File: config.mk
export PLATFORM = sky130hd
export DESIGN_NAME = tag_converter
export DESIGN_NICKNAME = d
export VERILOG_FILES = /design/src/hw/tag_pkg.sv /design/src/hw/tag_converter.sv
export SDC_FILE = /design/constraint.sdc
export NUM_CORES = 1
export LEC_CHECK = 0
export BUFFER_PORTS_ARGS = -buffer_cell sky130_fd_sc_hd__clkbuf_2
export CAP_MARGIN = 5
export CORE_AREA = 8 8 173 175
export DETAILED_ROUTE_END_ITERATION = 8
export DIE_AREA = 0 0 181 183
export GPL_TIMING_DRIVEN = 0
export PLACE_DENSITY = 0.53
export SYNTH_ARGS = -nofsm -noshare
export SYNTH_HDL_FRONTEND = slang
export SYNTH_SLANG_ARGS = --single-unit
File: constraint.sdc
create_clock -name sys_clk -period 2.65 [get_ports sys_clk]
set_input_delay 0.1325 -clock sys_clk [delete_from_list [all_inputs] [get_ports sys_clk]]
set_output_delay 0.1325 -clock sys_clk [all_outputs]
set_load 0.02 [all_outputs]
File: src/hw/tag_pkg.sv
package tag_pkg;

    // Stream geometry
    localparam int TC_WORD_WIDTH = 4;
    localparam int TAG_WORD_BITS = 32;

    // Packed word layout, channel on top and fine time below
    localparam int CHANNEL_BITS = 6;
    localparam int FINE_TIME_BITS = 26;
    localparam int WRAP_BITS = 32;
    localparam int TAG_TIME_BITS = 64;

    // Channels 1..8 rising, -1..-8 falling
    localparam int NUM_CHANNELS = 8;

    localparam int TAG_FIFO_DEPTH = 16;

    // Register port widths
    localparam int COUNT_BITS = 32;
    localparam int REG_ADDR_BITS = 8;

    localparam logic [COUNT_BITS-1:0] DESIGN_ID = 32'd1;

    // Register map
    localparam logic [REG_ADDR_BITS-1:0] REG_ID = 8'h00;
    localparam logic [REG_ADDR_BITS-1:0] REG_FIFO_DEPTH = 8'h01;
    localparam logic [REG_ADDR_BITS-1:0] REG_LAST_TIME_LO = 8'h02;
    localparam logic [REG_ADDR_BITS-1:0] REG_LAST_TIME_HI = 8'h03;
    localparam logic [REG_ADDR_BITS-1:0] REG_CLEAR = 8'h04;
    localparam logic [REG_ADDR_BITS-1:0] REG_RISE_BASE = 8'h10;
    localparam logic [REG_ADDR_BITS-1:0] REG_FALL_BASE = 8'h18;

    // One decoded tag
    typedef struct packed {
        logic signed [CHANNEL_BITS-1:0] channel;
        logic [TAG_TIME_BITS-1:0]       tag_time;
    } tag_t;

    // Decoded beat with its lane keep mask
    typedef struct packed {
        tag_t [TC_WORD_WIDTH-1:0] tag;
        logic [TC_WORD_WIDTH-1:0] keep;
    } tag_beat_t;

endpackage
File: src/hw/tag_converter.sv
module tag_converter (
    input  logic                                                         sys_clk,
    input  logic                                                         sys_clk_rst,
    input  logic                                                         in_valid_i,
    input  logic [tag_pkg::TC_WORD_WIDTH-1:0]                            in_keep_i,
    input  logic [tag_pkg::TC_WORD_WIDTH-1:0][tag_pkg::TAG_WORD_BITS-1:0] in_words_i,
    input  logic [tag_pkg::WRAP_BITS-1:0]                                in_wrap_i,
    output logic                                                         in_ready_o,
    output logic                                                         out_valid_o,
    output tag_pkg::tag_beat_t                                           out_beat_o,
    input  logic                                                         out_ready_i
);
    import tag_pkg::*;

    // Zero bits above the wrap count in the 64-bit time
    localparam int PAD_BITS = TAG_TIME_BITS - WRAP_BITS - FINE_TIME_BITS;

    tag_beat_t beat_d;
    logic      in_fire;

    // Decode every lane, kept or not; the keep mask travels alongside
    always_comb begin
        beat_d.keep = in_keep_i;
        for (int i = 0; i < TC_WORD_WIDTH; i++) begin
            // Signed channel in the top bits
            beat_d.tag[i].channel = in_words_i[i][TAG_WORD_BITS-1 -: CHANNEL_BITS];
            // Wrap count above the fine time, zero extended
            beat_d.tag[i].tag_time = {
                {PAD_BITS{1'b0}},
                in_wrap_i,
                in_words_i[i][FINE_TIME_BITS-1:0]
            };
        end
    end

    // Stage accepts when empty or when its content leaves this cycle
    assign in_ready_o = !out_valid_o || out_ready_i;
    assign in_fire = in_valid_i && in_ready_o;

    // Valid flag of the single pipeline stage
    always_ff @(posedge sys_clk) begin
        if (sys_clk_rst) begin
            out_valid_o <= 1'b0;
        end else if (in_ready_o) begin
            out_valid_o <= in_valid_i;
        end
    end

    // Payload only loads on a transfer
    always_ff @(posedge sys_clk) begin
        if (in_fire) begin
            out_beat_o <= beat_d;
        end
    end

endmodule

==> summary.md <==
| Metric | Value |
|---|---|
| Peak VDD IR | around 0.37 mV |
| Req. time, crit path | ~2.7 ns |
| Hold Path Depth | 1 |
| Post-Route WL | 20.6 mm |
| Initial core utilization | between 20 and 25% |
| RSZ-0062 raised after global routing | no |
| HPWL after DPL | between 15 and 20 mm |
| Crit-path cells | nand2b_4 -> and2_4 -> buf_16 |
| Setup bufs post-CTS | 0 |
| Clock slew at reported path FFs | 0.07 ns |
| Mapped Cells | 290 |
| Antenna-violating nets left | 0 |
| Count of filler cells inserted in the layout | 2581 |
| Crit path launch | out_valid_o |
| Most frequent cells after synthesis | edfxtp_1 (164), buf_4 (120) |
| Final Hold Viols | 0 |
| GR Util All Layers | 12.0% |
| Worst path max stage delay | 0.58 ns |
| Buffers on Ports | 429 |
| FP Rows | 61 |
| Final Critical Period | 1.79 ns |
| IO Count | 454 |
| Final period util | 67.4% |
| FF-to-FF End | out_beat_o[69] |
| Clock Sinks | 165 |
| Hold EP | out_beat_o[208] |
| Initial antenna violation count | 2 |
| CTS tree | built |
| Post-synth top flop | edfxtp_1 |
| Worst hold-check path type | primary input to register |
| Achievable Freq | 0.560 GHz |
| Core ar. | approximately 0.027 sq mm |
| Post-synth ARST share | 0% |
| Gr ovfl total | 0 |
| Slowest CP cell | and2_4 |
| Hold Startpoint | in_words_i[90] |
| Critical path startpoint category | register |
| Via count | 4594 |
| Root Buffer | clkbuf_16 |
| First-pass detailed-route iteration total | 5 |
| R2R cell count | 3 |
| Util after Layout | around two fifths |
| Top-count cell post-synth | edfxtp_1 |
| Hold buffers post-CTS | 165 |
| Clock Latency Late Sink | 0.42 ns |
| Slew HR | 55.4% |
| CTS max path bufs | 2 |
| Largest cells by area after synthesis | edfxtp_1 (84%), buf_4 (15%), dfxtp_1 (0.34%) |
| Sequential area share after synthesis | 84.0% |
| Synthesis-stage register bit count | 165 |
| Crit. End Element | register |
| First-pass GRT wire length | roughly 30 mm |
| Setup Viol. Count Final | 0 |
| Htree depth | 4 |
| Largest net degree at the start of global routing | 63 |
| Area Growth Syn to Fin | 84.1% |
| Die Y | between 150 and 200 um |
| Synth top area share | a little over four fifths |
| Die area | 0.0331 sq mm |
| CP Class | register to register |
| Slew Limit Fails | 0 |
| Synthesized area | a little under 0.006 sq mm |
| Starting DRT DRC Count | 114 |
| Fraction of layout cells with a size suffix above 1 | 62.2% |
| Synth cell types | 8 |
| Routed WL per cell | 16.0 um |
| Yosys top cell by area | edfxtp_1 |
| Reg2Reg Setup Slack | about 0.86 ns |
| Outcome | completed |
| Reg2Reg Launch Point | out_valid_o |
| DRC Markers | 0 |
| DIE WIDTH | ~180 um |
| Setup Skew | 0.00967 ns |
| Drt via density | 3.57 |
| Crit path max fanout | 62 |
| Pleak | around 0.0051 uW |
| Power Dens Cells | roughly 600 mW/mm^2 |
| Post-synth EDFFs | 164 |
| Gpl congestion | 0.795 |
| CP Data Arrival Time | 1.87 ns |
| TNS Setup | 0 ns |
| Slew @ Worst Pin | 0.669 ns |
| Gates resized, CTS repair | 0 |
| Vias in the first global route | 5100 |
| Yosys warnings | 0 |
| Tot Pwr | roughly 6700 uW |
| Max-cap violations | 0 |
| Total CTS buffers | 17 |
| Hold slack | 0.00379 ns |
| Syn avg cell area | 20.3 sq um |
| Layout Nets | 1096 |
## flip-flops by register name, summed over array words and instances, names as in the netlist
register / cells
out_beat_o: 164
out_valid_o: 1
## critical path: cells and delay by family, from the launching register on
family,cells,cell delay (ns)
buffers and inverters,1,0.33
DFF,1,0.34
and+or+nand+nor,2,0.68
## metal layers
metal | up-vias | part of all wire [%] | GRT usage, % | wire, um
met4 | 0 | 1.6 | 4.03 | 338
met5 | - | 0 | 0 | 0
met2 | 269 | 51 | 21.2 | 10600
li1 | 2181 | - | - | -
met3 | 16 | 11 | 6.29 | 2350
met1 | 2128 | 35 | 11.9 | 7310
## metrics by stage
| stage | cells | worst slack [ns] | area [sq um] |
|---|---|---|---|
| 2_1_floorplan | 313 | 0.496 | 5970 |
| 3_3_place_gp | 1088 | 0.0816 | 8550 |
| 3_5_place_dp | 1090 | 0.865 | 8610 |
| 4_1_cts | 1287 | 0.868 | 10800 |
| 5_1_grt | 1287 | 0.782 | 10800 |
| 6_report | 1288 | 0.865 | 10800 |
## placed cells by master, fill, tap and decap left out, drive strengths merged
| cell type | count |
|---|---|
| a21oi | 1 |
| and2 | 1 |
| buf | 122 |
| bufinv | 1 |
| clkbuf | 447 |
| clkinv | 7 |
| clkinvlp | 1 |
| conb | 24 |
| dfxtp | 1 |
| diode | 1 |
| dlygate4sd3 | 165 |
| edfxtp | 164 |
| inv | 6 |
| nand2b | 1 |
## worst max-delay path by stage
stage                            to  cells after the start
global placement      out_beat_o[2]                      2
global route         out_beat_o[69]                      3
detailed placement    out_beat_o[2]                      3
finish               out_beat_o[69]                      3
CTS                 out_beat_o[270]                      3
floorplan             out_beat_o[0]                      2
## power by group
group | internal (uW) | switching (uW)
logic | 516 | 603
clock network | 1330 | 1100
registers | 3060 | 67.8
## cell type report
type                       count  area (sq um)  area share [%]
sequential                   165          4940            45.6
timing repair buffer         596          3850            35.6
buffer                       120           901            8.31
tap                          346           433            4.00
clock buffer                  18           429            3.96
clock inverter                14           146            1.35
multi-input combinational     27           121            1.12
inverter                       1          3.75          0.0346
antenna                        1          2.50          0.0231
## logic make-up after synthesis
| logic type | Yosys count | share of synthesized area [%] |
|---|---|---|
| DFF | 165 | 84.0 |
| buffers and inverters | 121 | 15.4 |
| and+or+nand+nor | 2 | 0.383 |
| AOI/OAI and AO/OA | 1 | 0.149 |
| other | 1 | 0.0637 |
Power figures use the tool's default switching activity.
