**config.mk**
```make
export PLATFORM = sky130hd
export DESIGN_NAME = tag_fifo
export DESIGN_NICKNAME = d
export VERILOG_FILES = /design/src/hw/tag_pkg.sv /design/src/hw/tag_fifo.sv
export SDC_FILE = /design/constraint.sdc
export NUM_CORES = 2
export LEC_CHECK = 0
export ABC_AREA = 1
export BUFFER_PORTS_ARGS = -buffer_cell sky130_fd_sc_hd__clkbuf_2
export CORE_MARGIN = 4
export CORE_UTILIZATION = 40
export DETAILED_ROUTE_END_ITERATION = 7
export SLEW_MARGIN = 25
export SYNTH_ARGS = -nofsm -noshare
export SYNTH_HDL_FRONTEND = slang
export SYNTH_MEMORY_MAX_BITS = 65536
export SYNTH_SLANG_ARGS = --single-unit
```
**constraint.sdc**
```tcl
create_clock -name sys_clk -period 24.4 [get_ports sys_clk]
set_input_delay 1.22 -clock sys_clk [delete_from_list [all_inputs] [get_ports sys_clk]]
set_output_delay 1.22 -clock sys_clk [all_outputs]
set_load 0.01 [all_outputs]
```
**src/hw/tag_pkg.sv**
```systemverilog
package tag_pkg;

    // Stream geometry
    localparam int TC_WORD_WIDTH = 4;
    localparam int TAG_WORD_BITS = 32;

    // Packed word layout, channel on top and fine time below
    localparam int CHANNEL_BITS = 6;
    localparam int FINE_TIME_BITS = 26;
    localparam int WRAP_BITS = 32;
    localparam int TAG_TIME_BITS = 64;

    // Channels 1..8 rising, -1..-8 falling
    localparam int NUM_CHANNELS = 8;

    localparam int TAG_FIFO_DEPTH = 16;

    // Register port widths
    localparam int COUNT_BITS = 32;
    localparam int REG_ADDR_BITS = 8;

    localparam logic [COUNT_BITS-1:0] DESIGN_ID = 32'd1;

    // Register map
    localparam logic [REG_ADDR_BITS-1:0] REG_ID = 8'h00;
    localparam logic [REG_ADDR_BITS-1:0] REG_FIFO_DEPTH = 8'h01;
    localparam logic [REG_ADDR_BITS-1:0] REG_LAST_TIME_LO = 8'h02;
    localparam logic [REG_ADDR_BITS-1:0] REG_LAST_TIME_HI = 8'h03;
    localparam logic [REG_ADDR_BITS-1:0] REG_CLEAR = 8'h04;
    localparam logic [REG_ADDR_BITS-1:0] REG_RISE_BASE = 8'h10;
    localparam logic [REG_ADDR_BITS-1:0] REG_FALL_BASE = 8'h18;

    // One decoded tag
    typedef struct packed {
        logic signed [CHANNEL_BITS-1:0] channel;
        logic [TAG_TIME_BITS-1:0]       tag_time;
    } tag_t;

    // Decoded beat with its lane keep mask
    typedef struct packed {
        tag_t [TC_WORD_WIDTH-1:0] tag;
        logic [TC_WORD_WIDTH-1:0] keep;
    } tag_beat_t;

endpackage
```
**src/hw/tag_fifo.sv**
```systemverilog
module tag_fifo #(
    parameter int DEPTH = tag_pkg::TAG_FIFO_DEPTH
) (
    input  logic               sys_clk,
    input  logic               sys_clk_rst,
    input  logic               wr_valid_i,
    input  tag_pkg::tag_beat_t wr_beat_i,
    output logic               wr_ready_o,
    output logic               rd_valid_o,
    output tag_pkg::tag_beat_t rd_beat_o,
    input  logic               rd_ready_i
);
    import tag_pkg::*;

    // Pointer width; DEPTH is a power of two so pointers wrap by themselves
    localparam int AW = $clog2(DEPTH);
    localparam logic [AW:0] FULL_COUNT = DEPTH[AW:0];

    tag_beat_t   mem [DEPTH];
    logic [AW-1:0] wr_ptr;
    logic [AW-1:0] rd_ptr;
    // Occupancy, one bit wider than the pointers
    logic [AW:0]   count;
    logic          wr_fire;
    logic          rd_fire;

    // Show-ahead output, head entry always visible
    assign rd_valid_o = count != '0;
    assign rd_beat_o = mem[rd_ptr];

    // Full FIFO still takes a write when the head leaves in the same cycle
    assign wr_ready_o = (count != FULL_COUNT) || rd_ready_i;

    assign wr_fire = wr_valid_i && wr_ready_o;
    assign rd_fire = rd_valid_o && rd_ready_i;

    // Storage array
    always_ff @(posedge sys_clk) begin
        if (wr_fire) begin
            mem[wr_ptr] <= wr_beat_i;
        end
    end

    // Pointers and occupancy
    always_ff @(posedge sys_clk) begin
        if (sys_clk_rst) begin
            wr_ptr <= '0;
            rd_ptr <= '0;
            count <= '0;
        end else begin
            if (wr_fire) begin
                wr_ptr <= wr_ptr + 1'b1;
            end
            if (rd_fire) begin
                rd_ptr <= rd_ptr + 1'b1;
            end
            // Simultaneous read and write leaves the count unchanged
            case ({wr_fire, rd_fire})
                2'b10:   count <= count + 1'b1;
                2'b01:   count <= count - 1'b1;
                default: count <= count;
            endcase
        end
    end

endmodule

```
==> parameters.txt <==
Parameter                              Value

Synthesis
  Number of standard cells after synthesis ... 14000
  Post-Synthesis Net Count ... 14300
  Distinct cells, synth ... 27
  Flip-flop and latch count after synthesis ... 4561
  Cell area after synthesis ... 180000 µm²
  Sequential cell area fraction in the yosys report ... 75.9%
  Average cell area after synthesis ... 12.9 µm²
  Synth Warn # ... 0

CTS
  Latest clock arrival within the worst-skew pair ... 1.05 ns
  Number of clock sinks ... 4561
  Number of buffers inserted by hold repair at cts ... 0
  Maximum clock path buffer count ... 4
  Clock transition at the register clock pins on the worst setup and hold paths after CTS ... 0.06 ns
  CTS tree ... built
  Max H-tree Level ... 5
  Number of buffers inserted to repair setup after CTS ... 0
  Clock buffer count from CTS ... 464
  Buffer type at the clock tree root ... sky130_fd_sc_hd__clkbuf_16
  Post-cts repair resize count ... 0

Job
  Max-Cap Viols ... 0

Floorplanning
  Initial Util ... 40.1%
  Core region area ... 449000 µm²
  Overall die area ... 461000 µm²
  Number of top-level pins ... 574
  Die boundary height ... 679 µm
  Width of the die ... 679 µm
  Number of rows in the core area ... 246

Finish
  Combined area of the multi-input logic cells ... 37900 µm²
  Layout cells sized above 1 ... 9.80%
  Number of nets in the final layout ... 14600
  Most used cells in the layout excluding fill and tap cells ... 4544 x sky130_fd_sc_hd__edfxtp_1, 2737 x sky130_fd_sc_hd__nand2_1, 1495 x sky130_fd_sc_hd__nand3_1
  Area growth, synth to finish ... 12.7%
  Final core utilization ... 45.2%
  Design area ... 203000 µm²
  Fin cells ... 20700
  Storage cell area ... 137000 µm²
  Most frequent standard cell in the layout excluding fill and tap cells ... sky130_fd_sc_hd__edfxtp_1
  Count of fill cells added during filler insertion ... 39800

GRT
  Global Route Usage Sum ... 20.7%
  Maximum number of pins on one net before global-route repair ... 235
  Via count of the first global-routing pass ... 107000
  Number of antenna violations at the first check in global routing ... 84
  Total congestion overflow ... 0
  First-pass GRT wire length ... 724 mm

Setup path
  Reg2reg setup slack ... 18.26 ns
  Crit Path Category ... flip-flop to output pin
  Endpoint arrival time on the critical path ... 8.22 ns
  Critical path startpoint category ... flip-flop
  Critical Path RT ... 23.18 ns
  Crit. End Element ... output pin
  Maximum fanout along the worst path ... 96

Timing
  Portion of the clock cycle consumed by the worst path in the final layout ... 38.7%
  Final-report hold violation count ... 0
  Fmax ... 106 MHz
  Sum of negative setup slack ... 0 ns
  Worst slew margin ... 27.6%
  Final worst path period need ... 9.44 ns
  Worst-margin pin slew ... 1.09 ns
  Fin. max-slew vios ... 0
  Final setup vio count ... 0
  Worst setup margin ... 14.96 ns
  RSZ-0062 raised after global routing ... false
  Setup clock skew after layout ... 0.104 ns

Placement
  Routability congestion estimate ... 0.762
  Standard cell area after detailed placement ... 188000 µm²
  Cell total after placement ... 19800
  Worst Setup Slack post-DPL ... 15.96 ns
  Hpwl dp ... 240 mm
  Port buffer count ... 573

Routing
  Detailed Route Iter0 Violations ... 11100
  Post-detailed-route wirelength per cell ... 23.9 µm
  Vias per cell ... 5.44
  Vias after detailed routing ... 112000
  Drt first pass iters ... 6
  DRC violations left ... 0
  Final wirelength ... 493 mm
  Antenna viol nets, final ... 0

Worst hold path
  Worst hold path type ... flip-flop to flip-flop

Pwr
  Worst vdd ir ... 0.112 mV
  P per Cell Area ... 98.4 nW/µm²
  Leakage dissipation ... 69.2 nW

Run status
  Result of the run ... finished, final reports clean
cell usage after synthesis:
master	count	share of area [%]
sky130_fd_sc_hd__buf_4	72	0.30
sky130_fd_sc_hd__buf_2	284	0.79
sky130_fd_sc_hd__buf_1	121	0.25
sky130_fd_sc_hd__o211ai_1	809	3.4
sky130_fd_sc_hd__buf_6	45	0.28
sky130_fd_sc_hd__edfxtp_1	4544	76
sky130_fd_sc_hd__and2_1	19	0.066
sky130_fd_sc_hd__nand3_1	1495	4.2
sky130_fd_sc_hd__o21ai_0	1133	3.1
sky130_fd_sc_hd__o21ai_1	232	0.64
sky130_fd_sc_hd__and3_1	1	0.0035
sky130_fd_sc_hd__inv_1	290	0.60
sky130_fd_sc_hd__o21bai_1	1	0.0042
sky130_fd_sc_hd__inv_2	2	0.0042
sky130_fd_sc_hd__clkinv_1	2	0.0042
sky130_fd_sc_hd__ha_1	9	0.062
sky130_fd_sc_hd__dfxtp_1	17	0.19
sky130_fd_sc_hd__nand2_1	2738	5.7
sky130_fd_sc_hd__clkinv_2	1	0.0028
sky130_fd_sc_hd__nor2_1	1485	3.1
sky130_fd_sc_hd__nand3b_1	1	0.0042
sky130_fd_sc_hd__nor3_1	16	0.044
sky130_fd_sc_hd__clkbuf_1	425	0.89
sky130_fd_sc_hd__xor2_1	2	0.0097
sky130_fd_sc_hd__nand4_1	1	0.0035
sky130_fd_sc_hd__xnor2_1	2	0.0097
sky130_fd_sc_hd__a21oi_1	243	0.67
per-stage QoR:
stage	hold WS, ns	total power [mW]
finish	0.489	20.0
global route	0.484	20.9
CTS	0.438	20.1
detailed placement	0.481	13.3
global placement	0.460	13.3
floorplan	0.447	11.9
report_power, final:
part / total [mW] / internal, mW / switching, mW
Clock: 6.88 / 3.86 / 3.02
Sequential: 8.85 / 8.79 / 0.0649
Combinational: 4.25 / 1.20 / 3.05
Total: 20.0 / 13.8 / 6.13
critical path, stage by stage, from the launching register on:
cell and delay, ns:
sky130_fd_sc_hd__dfxtp_4 0.95, sky130_fd_sc_hd__buf_4 0.71, sky130_fd_sc_hd__buf_4 0.74, sky130_fd_sc_hd__buf_4 0.71
sky130_fd_sc_hd__buf_4 0.62, sky130_fd_sc_hd__buf_4 0.66, sky130_fd_sc_hd__buf_4 0.70, sky130_fd_sc_hd__buf_4 0.85
sky130_fd_sc_hd__nor2_1 0.12, sky130_fd_sc_hd__nor2_1 0.11, sky130_fd_sc_hd__o21ai_0 0.10, sky130_fd_sc_hd__o211ai_1 0.13
sky130_fd_sc_hd__nand3_1 0.10, sky130_fd_sc_hd__nand2_1 0.25, sky130_fd_sc_hd__clkbuf_2 0.18
kinds of logic after synthesis:
kind of cell,count (synthesis),share of synthesized area [%]
buf+inv,1242,3.12
xor+xnor,4,0.0194
flops,4561,75.9
compound gates,2418,7.84
fa+ha+maj,9,0.0625
simple gates,5756,13.1
final timing paths:
check                                       startpoint               endpoint  depth (start not counted)
worst max-delay path                         flip-flop         rd_beat_o[256]                         14
worst min-delay path            rd_ptr[2]$_SDFFE_PP0P_              flip-flop                          2
worst max register to register   count[0]$_SDFFE_PP0P_  mem[9][270]$_DFFE_PP_                          9
worst min register to register  rd_ptr[2]$_SDFFE_PP0P_              flip-flop                          2
routing by layer:
layer	track usage, %	wire [µm]	vias to the layer above
met5	0	274	-
met2	34.8	239000	3669
met3	3.01	31400	839
li1	-	-	51300
met4	5.73	13700	42
met1	28.1	209000	56500
layout make-up:
class                           count  area share [%]
Multi-Input combinational cell   8187            18.7
Clock buffer                      569            5.94
Sequential cell                  4561            67.4
Tap cell                         5952            3.67
Clock inverter                    288            1.32
Inverter                          295           0.564
Antenna cell                       43          0.0530
Timing Repair Buffer              788            2.41
sequential cells by signal (all words and copies together), names as in the netlist, named ones only:
register	cells
wr_ptr	4
count	5
rd_ptr	4
mem	4544
(Power assumes the default switching activity.)
